`config.mk`:
```
export PLATFORM = sky130hd
export DESIGN_NAME = des_search_top
export DESIGN_NICKNAME = d
export VERILOG_FILES = /design/src/source/des_search_pkg.sv /design/src/source/bias_accumulator.sv /design/src/source/des_cipher.sv /design/src/source/des_round.sv /design/src/source/des_search_top.sv /design/src/source/message_counter.sv /design/src/source/search_control.sv
export SDC_FILE = /design/constraint.sdc
export NUM_CORES = 1
export LEC_CHECK = 0
export ABC_AREA = 1
export BUFFER_PORTS_ARGS = -buffer_cell sky130_fd_sc_hd__buf_2
export CORE_MARGIN = 1.5
export CORE_UTILIZATION = 60
export CTS_CLUSTER_DIAMETER = 150
export DETAILED_ROUTE_END_ITERATION = 6
export GPL_TIMING_DRIVEN = 0
export PLACE_DENSITY = 0.79
export SYNTH_ARGS = -nofsm -noshare
export SYNTH_HDL_FRONTEND = slang
export SYNTH_SLANG_ARGS = --single-unit
```
`constraint.sdc`:
```
create_clock -name clk -period 3.45 [get_ports clk]
set_input_delay 0.1725 -clock clk [delete_from_list [all_inputs] [get_ports clk]]
set_output_delay 0.1725 -clock clk [all_outputs]
set_load 0.005 [all_outputs]
```
`src/source/des_search_pkg.sv`:
```
package des_search_pkg;

    localparam int count_w  = 48;   // Bias counter
    localparam int region_w = 16;
    localparam int block_w  = 64;

    // Low nibble of the command word
    typedef enum logic [3:0] {
        cmd_read_region = 4'h0,
        cmd_start       = 4'h1,
        cmd_test_mode   = 4'h2,
        cmd_restart     = 4'h3
    } cmd_e;

    typedef enum logic [3:0] {
        st_init,
        st_set_region,
        st_start_init,      // Run command acknowledged
        st_start,
        st_waiting,
        st_finishing,       // Result on counter, done high
        st_restart,
        st_test_init,
        st_test_start,
        st_test_mode,
        st_advance_test,
        st_advance_wait
    } ctrl_state_e;

    // DES S1..S8, each row-major as [row * 16 + column]
    localparam logic [0:7][0:63][3:0] sbox_table = {
        256'hE4D12FB83A6C5907_0F74E2D1A6CB9538_41E8D62BFC973A50_FC8249175B3EA06D,
        256'hF18E6B34972DC05A_3D47F28EC01A69B5_0E7BA4D158C6932F_D8A13F42B67C05E9,
        256'hA09E63F51DC7B428_D709346A285ECBF1_D6498F30B12C5AE7_1AD069874FE3B52C,
        256'h7DE3069A1285BC4F_D8B56F03472C1AE9_A690CB7DF13E5284_3F06A1D8945BC72E,
        256'h2C417AB6853FD0E9_EB2C47D150FA3986_421BAD78F9C5630E_B8C71E2D6F09A453,
        256'hC1AF92680D34E75B_AF427C9561DE0B38_9EF528C3704A1DB6_432C95FABE17608D,
        256'h4B2EF08D3C975A61_D0B7491AE35C2F86_14BDC37EAF680592_6BD814A7950FE23C,
        256'hD2846FB1A93E50C7_1FD8A374C56B0E92_7B419CE206ADF358_21E74A8DFC90356B
    };

endpackage

```
`src/source/bias_accumulator.sv`:
```
`timescale 1ns/1ns

module bias_accumulator #(
    parameter logic [des_search_pkg::block_w-1:0] mask_i = 64'h1040008000000000,
    parameter logic [des_search_pkg::block_w-1:0] mask_o = 64'h0000000210400080
) (
    input  logic                               clk,
    input  logic                               rst_n,
    input  logic                               clear,
    input  logic                               enable,
    input  logic [des_search_pkg::block_w-1:0] plaintext,
    input  logic [des_search_pkg::block_w-1:0] cipher_out,
    output logic [des_search_pkg::count_w-1:0] match_count
);
    import des_search_pkg::*;

    logic [block_w-1:0] masked;
    logic               parity;

    // Linear approximation holds when this parity is one
    assign masked = (plaintext & mask_i) ^ (cipher_out & mask_o);
    assign parity = ^masked;

    always_ff @(posedge clk) begin
        if (!rst_n) begin
            match_count <= '0;
        end else if (clear) begin
            match_count <= '0;
        end else if (enable) begin
            match_count <= match_count + {{(count_w - 1){1'b0}}, parity};
        end
    end

endmodule

```
`src/source/des_cipher.sv`:
```
`timescale 1ns/1ns

module des_cipher #(
    parameter int                   rounds     = 8,
    parameter logic [rounds*48-1:0] round_keys = '0
) (
    input  logic                               clk,
    input  logic                               rst_n,
    input  logic                               start,
    input  logic [des_search_pkg::block_w-1:0] plaintext,
    output logic [des_search_pkg::block_w-1:0] cipher_out,
    output logic                               cipher_done
);
    import des_search_pkg::*;

    localparam int cnt_w = (rounds > 1) ? $clog2(rounds) : 1;
    localparam int half  = block_w / 2;

    logic [half-1:0]  l_half;
    logic [half-1:0]  r_half;
    logic [half-1:0]  f_out;
    logic [47:0]      round_key;
    logic [cnt_w-1:0] round_cnt;
    logic             busy;
    logic             last_round;

    assign round_key  = round_keys[round_cnt * 48 +: 48];  // First round in the low bits
    assign last_round = busy && (round_cnt == cnt_w'(rounds - 1));

    des_round u_round (
        .r_in      (r_half),
        .round_key (round_key),
        .f_out     (f_out)
    );

    always_ff @(posedge clk) begin
        if (!rst_n) begin
            busy        <= 1'b0;
            round_cnt   <= '0;
            cipher_done <= 1'b0;
        end else begin
            cipher_done <= last_round;
            if (start) begin
                busy      <= 1'b1;
                round_cnt <= '0;
            end else if (last_round) begin
                busy      <= 1'b0;
                round_cnt <= '0;
            end else if (busy) begin
                round_cnt <= round_cnt + 1'b1;
            end
        end
    end

    always_ff @(posedge clk) begin
        if (start) begin
            l_half <= plaintext[block_w-1:half];
            r_half <= plaintext[half-1:0];
        end else if (busy) begin
            l_half <= r_half;
            r_half <= l_half ^ f_out;
        end
        if (last_round) begin
            cipher_out <= {l_half ^ f_out, r_half};  // Halves swapped after the last round
        end
    end

    // One message in flight only
    assert property (@(posedge clk) disable iff (!rst_n) start |-> !busy)
        else $error("cipher started while a block is still in flight");

endmodule

```
`src/source/des_round.sv`:
```
`timescale 1ns/1ns

module des_round (
    input  logic [31:0] r_in,
    input  logic [47:0] round_key,
    output logic [31:0] f_out
);
    import des_search_pkg::*;

    // Tables use DES bit numbers, bit 1 is the MSB
    localparam int e_tab [48] = '{
        32,  1,  2,  3,  4,  5,  4,  5,  6,  7,  8,  9,
         8,  9, 10, 11, 12, 13, 12, 13, 14, 15, 16, 17,
        16, 17, 18, 19, 20, 21, 20, 21, 22, 23, 24, 25,
        24, 25, 26, 27, 28, 29, 28, 29, 30, 31, 32,  1
    };

    localparam int p_tab [32] = '{
        16,  7, 20, 21, 29, 12, 28, 17,
         1, 15, 23, 26,  5, 18, 31, 10,
         2,  8, 24, 14, 32, 27,  3,  9,
        19, 13, 30,  6, 22, 11,  4, 25
    };

    logic [47:0] expanded;
    logic [47:0] mixed;
    logic [31:0] sbox_out;

    // Expansion E, 32 to 48 bits
    always_comb begin
        for (int i = 0; i < 48; i++) begin
            expanded[47 - i] = r_in[32 - e_tab[i]];
        end
    end

    assign mixed = expanded ^ round_key;  // Key mix

    // Eight S-boxes, S1 takes the top six bits
    always_comb begin
        logic [5:0] chunk;
        logic [5:0] idx;

        chunk = '0;
        idx = '0;
        for (int s = 0; s < 8; s++) begin
            chunk = mixed[47 - 6 * s -: 6];
            idx = {chunk[5], chunk[0], chunk[4:1]};  // Outer bits pick the row
            sbox_out[31 - 4 * s -: 4] = sbox_table[s][idx];
        end
    end

    // Permutation P
    always_comb begin
        for (int i = 0; i < 32; i++) begin
            f_out[31 - i] = sbox_out[32 - p_tab[i]];
        end
    end

endmodule

```
`src/source/des_search_top.sv`:
```
`timescale 1ns/1ns

module des_search_top #(
    parameter int                   n          = 24,
    parameter int                   rounds     = 8,
    parameter logic [rounds*48-1:0] round_keys = '0,
    parameter logic [63:0]          mask_i     = 64'h1040008000000000,
    parameter logic [63:0]          mask_o     = 64'h0000000210400080
) (
    input  logic                               clk,
    input  logic                               rst_n,
    input  logic [31:0]                        cmd,
    input  logic                               cmd_valid,
    input  logic                               advance_test_cmd,
    input  logic [31:0]                        region,
    output logic                               cmd_read,
    output logic                               test_res_ready,
    output logic                               done,
    output logic [des_search_pkg::count_w-1:0] counter,
    output logic [63:0]                        ciphertext
);
    import des_search_pkg::*;

    logic [region_w-1:0] region_sel;
    logic [n-1:0]        msg_index;
    logic [block_w-1:0]  plaintext;
    logic [block_w-1:0]  cipher_out;
    logic [count_w-1:0]  match_count;
    logic                msg_last;
    logic                msg_clear;
    logic                msg_advance;
    logic                acc_clear;
    logic                acc_enable;
    logic                cipher_start;
    logic                cipher_done;

    // Region, then message index, then zero padding
    assign plaintext = {region_sel, msg_index, {(block_w - region_w - n){1'b0}}};

    search_control #(.n(n)) u_control (
        .clk (clk), .rst_n (rst_n), .cmd (cmd), .cmd_valid (cmd_valid),
        .advance_test_cmd (advance_test_cmd), .region (region),
        .cipher_done (cipher_done), .cipher_out (cipher_out), .msg_last (msg_last),
        .match_count (match_count), .cmd_read (cmd_read), .test_res_ready (test_res_ready),
        .done (done), .counter (counter), .ciphertext (ciphertext),
        .region_sel (region_sel), .cipher_start (cipher_start), .msg_clear (msg_clear),
        .msg_advance (msg_advance), .acc_clear (acc_clear), .acc_enable (acc_enable)
    );

    message_counter #(.n(n)) u_msg_counter (
        .clk (clk), .rst_n (rst_n), .clear (msg_clear), .advance (msg_advance),
        .msg_index (msg_index), .msg_last (msg_last)
    );

    des_cipher #(.rounds(rounds), .round_keys(round_keys)) u_cipher (
        .clk (clk), .rst_n (rst_n), .start (cipher_start), .plaintext (plaintext),
        .cipher_out (cipher_out), .cipher_done (cipher_done)
    );

    bias_accumulator #(.mask_i(mask_i), .mask_o(mask_o)) u_accumulator (
        .clk (clk), .rst_n (rst_n), .clear (acc_clear), .enable (acc_enable),
        .plaintext (plaintext), .cipher_out (cipher_out), .match_count (match_count)
    );

endmodule

```
`src/source/message_counter.sv`:
```
`timescale 1ns/1ns

module message_counter #(
    parameter int n = 24
) (
    input  logic         clk,
    input  logic         rst_n,
    input  logic         clear,
    input  logic         advance,
    output logic [n-1:0] msg_index,
    output logic         msg_last
);

    // Plaintext index within the region
    always_ff @(posedge clk) begin
        if (!rst_n) begin
            msg_index <= '0;
        end else if (clear) begin
            msg_index <= '0;
        end else if (advance) begin
            msg_index <= msg_index + 1'b1;  // Wraps after the last message
        end
    end

    assign msg_last = &msg_index;

    // Control never steps and clears in the same cycle
    assert property (@(posedge clk) disable iff (!rst_n) !(advance && clear))
        else $error("message counter got advance and clear together");

endmodule

```
`src/source/search_control.sv`:
```
`timescale 1ns/1ns

module search_control #(
    parameter int n = 24
) (
    input  logic                                clk,
    input  logic                                rst_n,
    input  logic [31:0]                         cmd,
    input  logic                                cmd_valid,
    input  logic                                advance_test_cmd,
    input  logic [31:0]                         region,
    input  logic                                cipher_done,
    input  logic [des_search_pkg::block_w-1:0]  cipher_out,
    input  logic                                msg_last,
    input  logic [des_search_pkg::count_w-1:0]  match_count,
    output logic                                cmd_read,
    output logic                                test_res_ready,
    output logic                                done,
    output logic [des_search_pkg::count_w-1:0]  counter,
    output logic [des_search_pkg::block_w-1:0]  ciphertext,
    output logic [des_search_pkg::region_w-1:0] region_sel,
    output logic                                cipher_start,
    output logic                                msg_clear,
    output logic                                msg_advance,
    output logic                                acc_clear,
    output logic                                acc_enable
);
    import des_search_pkg::*;

    ctrl_state_e state;
    ctrl_state_e next_state;
    cmd_e        opcode;
    logic        test_active;
    logic        done_d1;      // Accumulator holds the latest result
    logic        res_valid;    // Test result settled on counter
    logic        done_r;
    logic        restart_req;

    assign opcode      = cmd_e'(cmd[3:0]);
    assign restart_req = cmd_valid && (opcode == cmd_restart);

    always_comb begin
        next_state = state;
        case (state)
            st_init: begin
                if (cmd_valid) begin
                    case (opcode)
                        cmd_read_region: next_state = st_set_region;
                        cmd_start:       next_state = st_start_init;
                        cmd_test_mode:   next_state = st_test_init;
                        cmd_restart:     next_state = st_restart;
                        default:         next_state = st_init;  // Unknown code, no ack
                    endcase
                end
            end
            st_set_region, st_restart: begin
                if (!cmd_valid) next_state = st_init;
            end
            st_start_init: begin
                if (!cmd_valid) next_state = st_start;
            end
            st_start: next_state = st_waiting;
            st_waiting: begin
                if (cipher_done && msg_last) begin
                    next_state = st_finishing;
                end else if (done_d1) begin
                    next_state = st_start;
                end
            end
            st_finishing: begin
                if (restart_req) next_state = st_restart;
            end
            st_test_init: begin
                if (!cmd_valid) next_state = st_test_start;
            end
            st_test_start: next_state = st_test_mode;
            st_test_mode: begin
                if (advance_test_cmd && res_valid) begin
                    next_state = st_advance_test;
                end else if (restart_req && res_valid) begin
                    next_state = st_restart;  // Only with the cipher idle
                end
            end
            st_advance_test: next_state = st_advance_wait;
            st_advance_wait: begin
                if (!advance_test_cmd) next_state = st_test_mode;
            end
            default: next_state = st_init;
        endcase
    end

    assign cmd_read = (state == st_set_region) || (state == st_start_init) ||
                      (state == st_test_init) || (state == st_restart);
    assign test_active = (state == st_test_start) || (state == st_test_mode) ||
                         (state == st_advance_test) || (state == st_advance_wait);
    assign cipher_start = (state == st_start) || (state == st_test_start) ||
                          (state == st_advance_test);
    assign msg_clear = (state == st_start_init) || (state == st_test_init) ||
                       (state == st_restart);
    assign acc_clear   = msg_clear;
    assign acc_enable  = cipher_done && ((state == st_waiting) || test_active);
    assign msg_advance = acc_enable && !(msg_last && (state == st_waiting));  // Run stops on last

    assign test_res_ready = (state == st_test_mode) && res_valid;
    assign done           = done_r;

    always_ff @(posedge clk) begin
        if (!rst_n) begin
            state     <= st_init;
            done_d1   <= 1'b0;
            res_valid <= 1'b0;
            done_r    <= 1'b0;
            counter   <= '0;
        end else begin
            state   <= next_state;
            done_d1 <= cipher_done;
            done_r  <= (state == st_finishing);  // Counter already loaded when done rises
            if (cipher_start || !test_active) begin
                res_valid <= 1'b0;
            end else if (done_d1) begin
                res_valid <= 1'b1;
            end
            if ((state == st_finishing) || test_active) begin
                counter <= match_count;
            end
        end
    end

    always_ff @(posedge clk) begin
        if (state == st_set_region) begin
            region_sel <= region[region_w-1:0];
        end
        ciphertext <= cipher_out;  // One cycle behind the cipher
    end

    assert property (@(posedge clk) disable iff (!rst_n) $rose(cmd_read) |-> cmd_valid)
        else $error("cmd_read rose without a pending request");

    assert property (@(posedge clk) disable iff (!rst_n) !(done && test_res_ready))
        else $error("done and test_res_ready high together");

endmodule

```
==> flow_summary_export.csv, run 1 <==
group,metric,value,unit
clocking,clkTransAtPathRegs,0.06,ns
die,dieArea,0.03073,mm2
routing,via_count,17520,
place,port_buffers,138,
die,die_h,175.3,um
global_routing,grt_pass1_wl,85100,um
worst_setup_path,crit_slowest_cell,"edfxtp_1",
worst_setup_path,max_stage_delay,0.47,ns
clocking,htree_levels,2,
yosys,async_reset_ff_frac,0,
min_path,hold_path_depth,5,
timing,skew,0.01968,ns
final_layout,regArea,0.008008,mm2
clocking,cts_tree,"yes",
timing,finalSetupViolCount,0,
worst_setup_path,critical_path_class,"reg2reg",
job,cap_viol_max_count,0,
worst_setup_path,rrSetupSlack,0.18,ns
power,ir_drop,0.6109,mV
place,hpwlAfterDp,39870,um
place,post_dp_cell_area,0.01903,mm2
yosys,yosysUniqueCellTypes,31,
routing,wl_per_cell,17.75,um
routing,initialDrtViolationCount,1887,
clocking,cts.sinks,340,
yosys,synth_warnings,0,
routing,wirelength,54430,um
routing,via_per_inst,5.713,
worst_setup_path,cp-end-kind,"register",
worst_setup_path,crit_arrival,3.72,ns
timing,fmax,305.4,MHz
min_path,min-delay-start,"cmd[1]",
worst_setup_path,cp.required,3.90,ns
min_path,hp-class,"in2reg",
worst_setup_path,setup.worst_path.start,"u_cipher.cipher_out[22]",
yosys,ys_seq_area_frac,0.4495,
worst_setup_path,r2r_cells,13,
final_layout,final_common_cell,"nand2_1",
final_layout,layout_common_cells,"nand2_1 (843), nand3_1 (301), dfxtp_1 (220)",
timing,slew_headroom,0.3197,
die,num_rows,62,
worst_setup_path,r2r_start,"u_cipher.cipher_out[22]",
power,p_per_area,838.5,mW/mm2
power,power,17.12,mW
clocking,clk_latency,0.52,ns
yosys,syn_nets,2594,
routing,antenna_left,0,
worst_setup_path,start_kind,"register",
timing,whs,0.07365,ns
place,gp_congestion,0.9687,
timing,rsz0062_at_grt,"no",
timing,max_slew.worst_pin.slew,1.017,ns
min_path,hold_path_end,"u_control.state[2]",
routing,dr.pass1.iters,6,
yosys,avgSynthCellArea,7.239,um2
yosys,ys_ff_latch,340,
final_layout,antenna_cells,0,
die,core_area,0.02894,mm2
timing,finalCriticalPeriod,3.274,ns
final_layout,drive_gt1_frac,0.08762,
final_layout,area_growth,14.60,%
routing,route.detailed.drc,0,
final_layout,final_area,0.02042,mm2
die,initial_core_util,0.6157,
global_routing,grtUsageTotal,0.3494,
timing,fin_crit_sh,0.9490,
yosys,synth_edf_count,120,
clocking,cts_root_buf,"clkbuf_16",
clocking,cts.path.max_buffers,3,
power,leakage,8.549,nW
final_layout,multiInputGateArea,0.008663,mm2
worst_setup_path,cpMostUsedCell,"nand2_1",
status,outcome,"complete, no violations",
worst_setup_path,path_max_fanout,6,
yosys,syn_inst,2461,
global_routing,antenna_found_initial,0,
final_layout,final_nets,2789,
global_routing,grt_max_degree,65,
final_layout,num-fill-cells,2388,
place,dp_cells,2985,
die,io_pins,183,
final_layout,fin_cells,3066,
timing,hold_viol_final,0,
global_routing,grt_pass1_vias,16170,
clocking,numCtsBuffers,36,
yosys,ys.flop_type,"dfxtp_1",
yosys,syn_area,0.01781,mm2
global_routing,grt_overflow,0,
worst_setup_path,rr_endpoint,"u_accumulator.match_count[26]",
die,die_w,175.3,um
worst_setup_path,cp_cell_sequence,"xnor2_2 -> xnor2_1 -> xnor2_1 -> ha_1 -> ha_2 -> inv_1 -> nor2_2 -> nand2_1 -> nor2_1 -> nand2_1 -> xor2_1 -> nand2_1 -> a21oi_1",
timing,final-max-slew-violation-count,0,
[where the power goes]
part	switching (mW)	internal (mW)
logic	5.07	2.39
registers	0.562	5.15
clock network	1.62	2.33
total	7.26	9.86
[worst max-delay path: cells and delay by family, from the launching register on]
kind,cells,cell delay (ns)
AOI/OAI and AO/OA,1,0.14
xor gates and xnor gates,4,0.90
adders and majority gates,2,0.63
buffers and inverters,1,0.09
DFF,1,0.47
and+or+nand+nor,5,0.99
[worst max path at each step]
stage	slack, ns	endpoint
floorplan	1.06	u_accumulator.match_count[10]
global placement	0.008	u_accumulator.match_count[26]
detailed placement	-0.05	u_accumulator.match_count[26]
CTS	0.03	u_accumulator.match_count[26]
global route	0.04	u_accumulator.match_count[26]
finish	0.18	u_accumulator.match_count[26]
[state kept, by name, indices dropped and copies added (netlist names)]
signal	cells
u_cipher.cipher_out	64
u_control.ciphertext	64
u_cipher.l_half	32
u_control.done_d1	1
u_control.counter	48
u_cipher.cipher_done	1
u_cipher.busy	1
u_control.state	4
u_control.region_sel	16
u_msg_counter.msg_index	24
u_accumulator.match_count	48
u_control.done	1
u_control.res_valid	1
u_cipher.round_cnt	3
u_cipher.r_half	32
[layout make-up]
type                            count  share of cell area
Multi-Input combinational cell   1825              0.4243
Buffer                            109             0.02237
Timing Repair Buffer              157             0.04388
Clock inverter                     13            0.006496
Sequential cell                   340              0.3922
Tap cell                          384             0.02353
Inverter                          187             0.03469
Clock buffer                       51             0.05246
[timing repair]
| action | CTS | global route |
|---|---|---|
| gates resized for setup | 1 | 3 |
| hold buffers | 17 | 0 |
| endpoints found under the setup margin | 4 | 10 |
| hold endpoints to repair | 18 | 0 |
| buffers inserted | 0 | 0 |
[metrics by stage]
step | setup TNS (ns) | setup WS (ns) | util
floorplan | 0 | 1.061 | -
global placement | 0 | 0.008494 | 0.6561
detailed placement | -0.04727 | -0.04727 | 0.6575
CTS | 0 | 0.03461 | 0.7053
global route | 0 | 0.03914 | 0.7056
finish | 0 | 0.1759 | 0.7056
[cells by family (layout without fill, tap and decap cells)]
kind of cell	Yosys count	count (layout)	share of synthesized area
compound gates	292	292	0.08491
buf+inv	296	517	0.06504
flops	340	340	0.4495
simple gates	1425	1425	0.3338
xor+xnor	43	43	0.02114
fa+ha+maj	65	65	0.04565
[per-layer routing]
metal  track usage  up-vias  wire length (um)
met5             0        -                 0
met2        0.5848      916             25410
met3       0.04372      133              4727
met4        0.1325        0              2026
met1        0.4641     8078             22260
li1              -     8390                 -
[Yosys cell counts, types with 2 or more instances]
cell / count / area (um2)
o21ai_0: 149 / 745.7
dfxtp_1: 220 / 4404
nand3_1: 301 / 1506
nor2_2: 2 / 12.51
ha_1: 65 / 813.3
nor2_1: 195 / 732.0
buf_1: 6 / 22.52
xor2_1: 29 / 254.0
inv_1: 173 / 649.4
buf_4: 2 / 15.01
or2_2: 2 / 12.51
a21oi_1: 127 / 635.6
edfxtp_1: 120 / 3603
xnor2_1: 14 / 122.6
clkinv_1: 12 / 45.04
o211ai_1: 13 / 97.59
nand3b_1: 16 / 120.1
nand2_1: 843 / 3164
clkbuf_1: 79 / 296.5
inv_2: 2 / 7.510
buf_2: 19 / 95.09
nor3_1: 12 / 60.06
and2_1: 26 / 162.7
nand4_1: 26 / 162.7
buf_6: 2 / 22.52
(Power assumes the default switching activity.)
==> run 2, diff against run 1 <==
--- a/config.mk
+++ b/config.mk
@@ -7,12 +7,13 @@
 export LEC_CHECK = 0
 export ABC_AREA = 1
 export BUFFER_PORTS_ARGS = -buffer_cell sky130_fd_sc_hd__buf_2
-export CORE_MARGIN = 1.5
 export CORE_UTILIZATION = 60
 export CTS_CLUSTER_DIAMETER = 150
 export DETAILED_ROUTE_END_ITERATION = 6
 export GPL_TIMING_DRIVEN = 0
 export PLACE_DENSITY = 0.79
+export REMOVE_ABC_BUFFERS = 1
+export SLEW_MARGIN = 20
 export SYNTH_ARGS = -nofsm -noshare
 export SYNTH_HDL_FRONTEND = slang
 export SYNTH_SLANG_ARGS = --single-unit
==> flow_summary_export.csv, run 2 (synthesis results as in run 1) <==
group,metric,value,unit
status,outcome,"complete, no violations",
worst_setup_path,cp-end-kind,"register",
worst_setup_path,start_kind,"register",
worst_setup_path,cpMostUsedCell,"nand2_1",
clocking,cts.sinks,340,
worst_setup_path,critical_path_class,"reg2reg",
final_layout,final_common_cell,"nand2_1",
power,ir_drop,0.6038,mV
final_layout,reg_top3,"u_cipher.cipher_out x64, u_control.ciphertext x64",
job,cap_viol_max_count,0,
routing,wl_per_cell,15.96,um
clocking,postCtsSetupBuffers,0,
final_layout,area_growth,12.62,%
die,die_w,174.3,um
place,place_ws,0.1021,ns
power,power,16.63,mW
timing,max_slew.worst_pin.slew,1.074,ns
global_routing,antenna_found_initial,0,
timing,fin_crit_sh,0.9279,
place,gp_congestion,0.9476,
timing,slew_headroom,0.2838,
timing,hold_viol_final,0,
worst_setup_path,cp.required,3.90,ns
worst_setup_path,cp_cell_sequence,"xnor2_2 -> xnor2_1 -> xnor2_1 -> ha_1 -> ha_1 -> inv_1 -> nor2_2 -> nand2_1 -> nor2_1 -> nand2_1 -> xor2_1 -> nand2_1 -> a21oi_1",
final_layout,drive_gt1_frac,0.08272,
timing,fmax,312.4,MHz
worst_setup_path,crit_family,"XOR/XNOR gates",
timing,finalCriticalPeriod,3.201,ns
routing,dr.pass1.iters,6,
routing,via_per_inst,5.575,
clocking,htree_levels,2,
final_layout,layout_common_cells,"nand2_1 (842), nand3_1 (301), dfxtp_1 (220)",
routing,initialDrtViolationCount,1892,
clocking,cts_tree,"yes",
worst_setup_path,max_stage_delay,0.47,ns
die,initial_core_util,0.6157,
power,leakage,8.364,nW
timing,finalSetupViolCount,0,
die,io_pins,183,
timing,whs,0.1052,ns
global_routing,grt_overflow,0,
clocking,clk_latency,0.52,ns
timing,fin_ws,0.2488,ns
timing,final-max-slew-violation-count,0,
die,die_h,174.3,um
clocking,numCtsBuffers,35,
die,num_rows,62,
timing,skew,0.01652,ns
worst_setup_path,crit_arrival,3.65,ns
global_routing,grtUsageTotal,0.3104,
die,core_area,0.02894,mm2
routing,antenna_left,0,
die,dieArea,0.03038,mm2
place,port_buffers,138,
global_routing,grt_pass1_vias,15030,
worst_setup_path,path_max_fanout,6,
timing,tns,0,ns
routing,wirelength,47220,um
global_routing,grt_pass1_wl,76650,um
routing,route.detailed.drc,0,
clocking,cts_root_buf,"clkbuf_16",
final_layout,final_nets,2683,
place,hpwlAfterDp,33250,um
power,p_per_area,828.9,mW/mm2
worst_setup_path,rrSetupSlack,0.25,ns
worst_setup_path,crit_buf_inv,1,
min_path,hp-class,"in2reg",
worst_setup_path,crit_slowest_cell,"edfxtp_1",
routing,via_count,16500,
clocking,clkTransAtPathRegs,0.06,ns
global_routing,grt_max_degree,93,
timing,rsz0062_at_grt,"no",
final_layout,antenna_cells,0,
clocking,cts.path.max_buffers,3,
## run 2: cell count changes in the layout (fill, tap and decap cells not counted), moves of 4 or more
cell | before | now
buf_2 | 157 | 138
buf_16 | 0 | 4
clkbuf_1 | 86 | 10
buf_1 | 6 | 0
clkbuf_8 | 5 | 1
## run 2: cell type report
cell class	instances	area, um2
multi-input combinational	1825	8691
inverter	187	706.9
sequential	340	8008
tap	384	480.5
timing repair buffer	161	1021
clock buffer	48	977.2
fill	2454	8872
clock inverter	14	178.9
## run 2: timing repair
action,CTS,global route
hold buffers,16,0
resized for setup,0,2
endpoints found under the hold margin,16,0
setup endpoints to repair,0,9
## run 2: worst register-to-register path: cells and delay by family, from the launching register on
| kind | cells | cell delay (ns) |
|---|---|---|
| DFF | 1 | 0.47 |
| adders and majority gates | 2 | 0.66 |
| xor gates and xnor gates | 4 | 0.92 |
| buffers and inverters | 1 | 0.10 |
| AOI/OAI and AO/OA | 1 | 0.11 |
| and+or+nand+nor | 5 | 0.87 |
## run 2: per-stage QoR
stage / cells / utilization / cell area [um2]
2_1_floorplan: 2352 / - / 17360
5_1_grt: 2959 / 0.6934 / 20060
6_report: 2959 / 0.6934 / 20060
4_1_cts: 2959 / 0.6930 / 20050
3_3_place_gp: 2874 / 0.6404 / 18530
3_5_place_dp: 2881 / 0.6475 / 18740
## run 2: power by group
group          switching, mW  total [mW]  internal (mW)
Clock                   1.57        3.85           2.29
Sequential              1.00        6.15           5.15
Combinational           4.30        6.62           2.32
Total                   6.87        16.6           9.76
## run 2: path summary, 6_finish.rpt
kind	to	cells past startpoint	from
worst min-delay path	u_control.state[2]	5	cmd[1]
worst min register to register	u_control.ciphertext[15]	0	u_cipher.cipher_out[15]
worst max-delay path	u_accumulator.match_count[26]	13	u_cipher.cipher_out[7]
worst max register to register	u_accumulator.match_count[26]	13	u_cipher.cipher_out[7]
## run 2: metal layers
| layer | routed length [um] | GRT usage | up-vias |
|---|---|---|---|
| met5 | 0 | 0 | - |
| li1 | - | - | 8191 |
| met4 | 1299 | 0.09576 | 0 |
| met1 | 20200 | 0.4091 | 7540 |
| met3 | 3108 | 0.03565 | 101 |
| met2 | 22620 | 0.5325 | 665 |
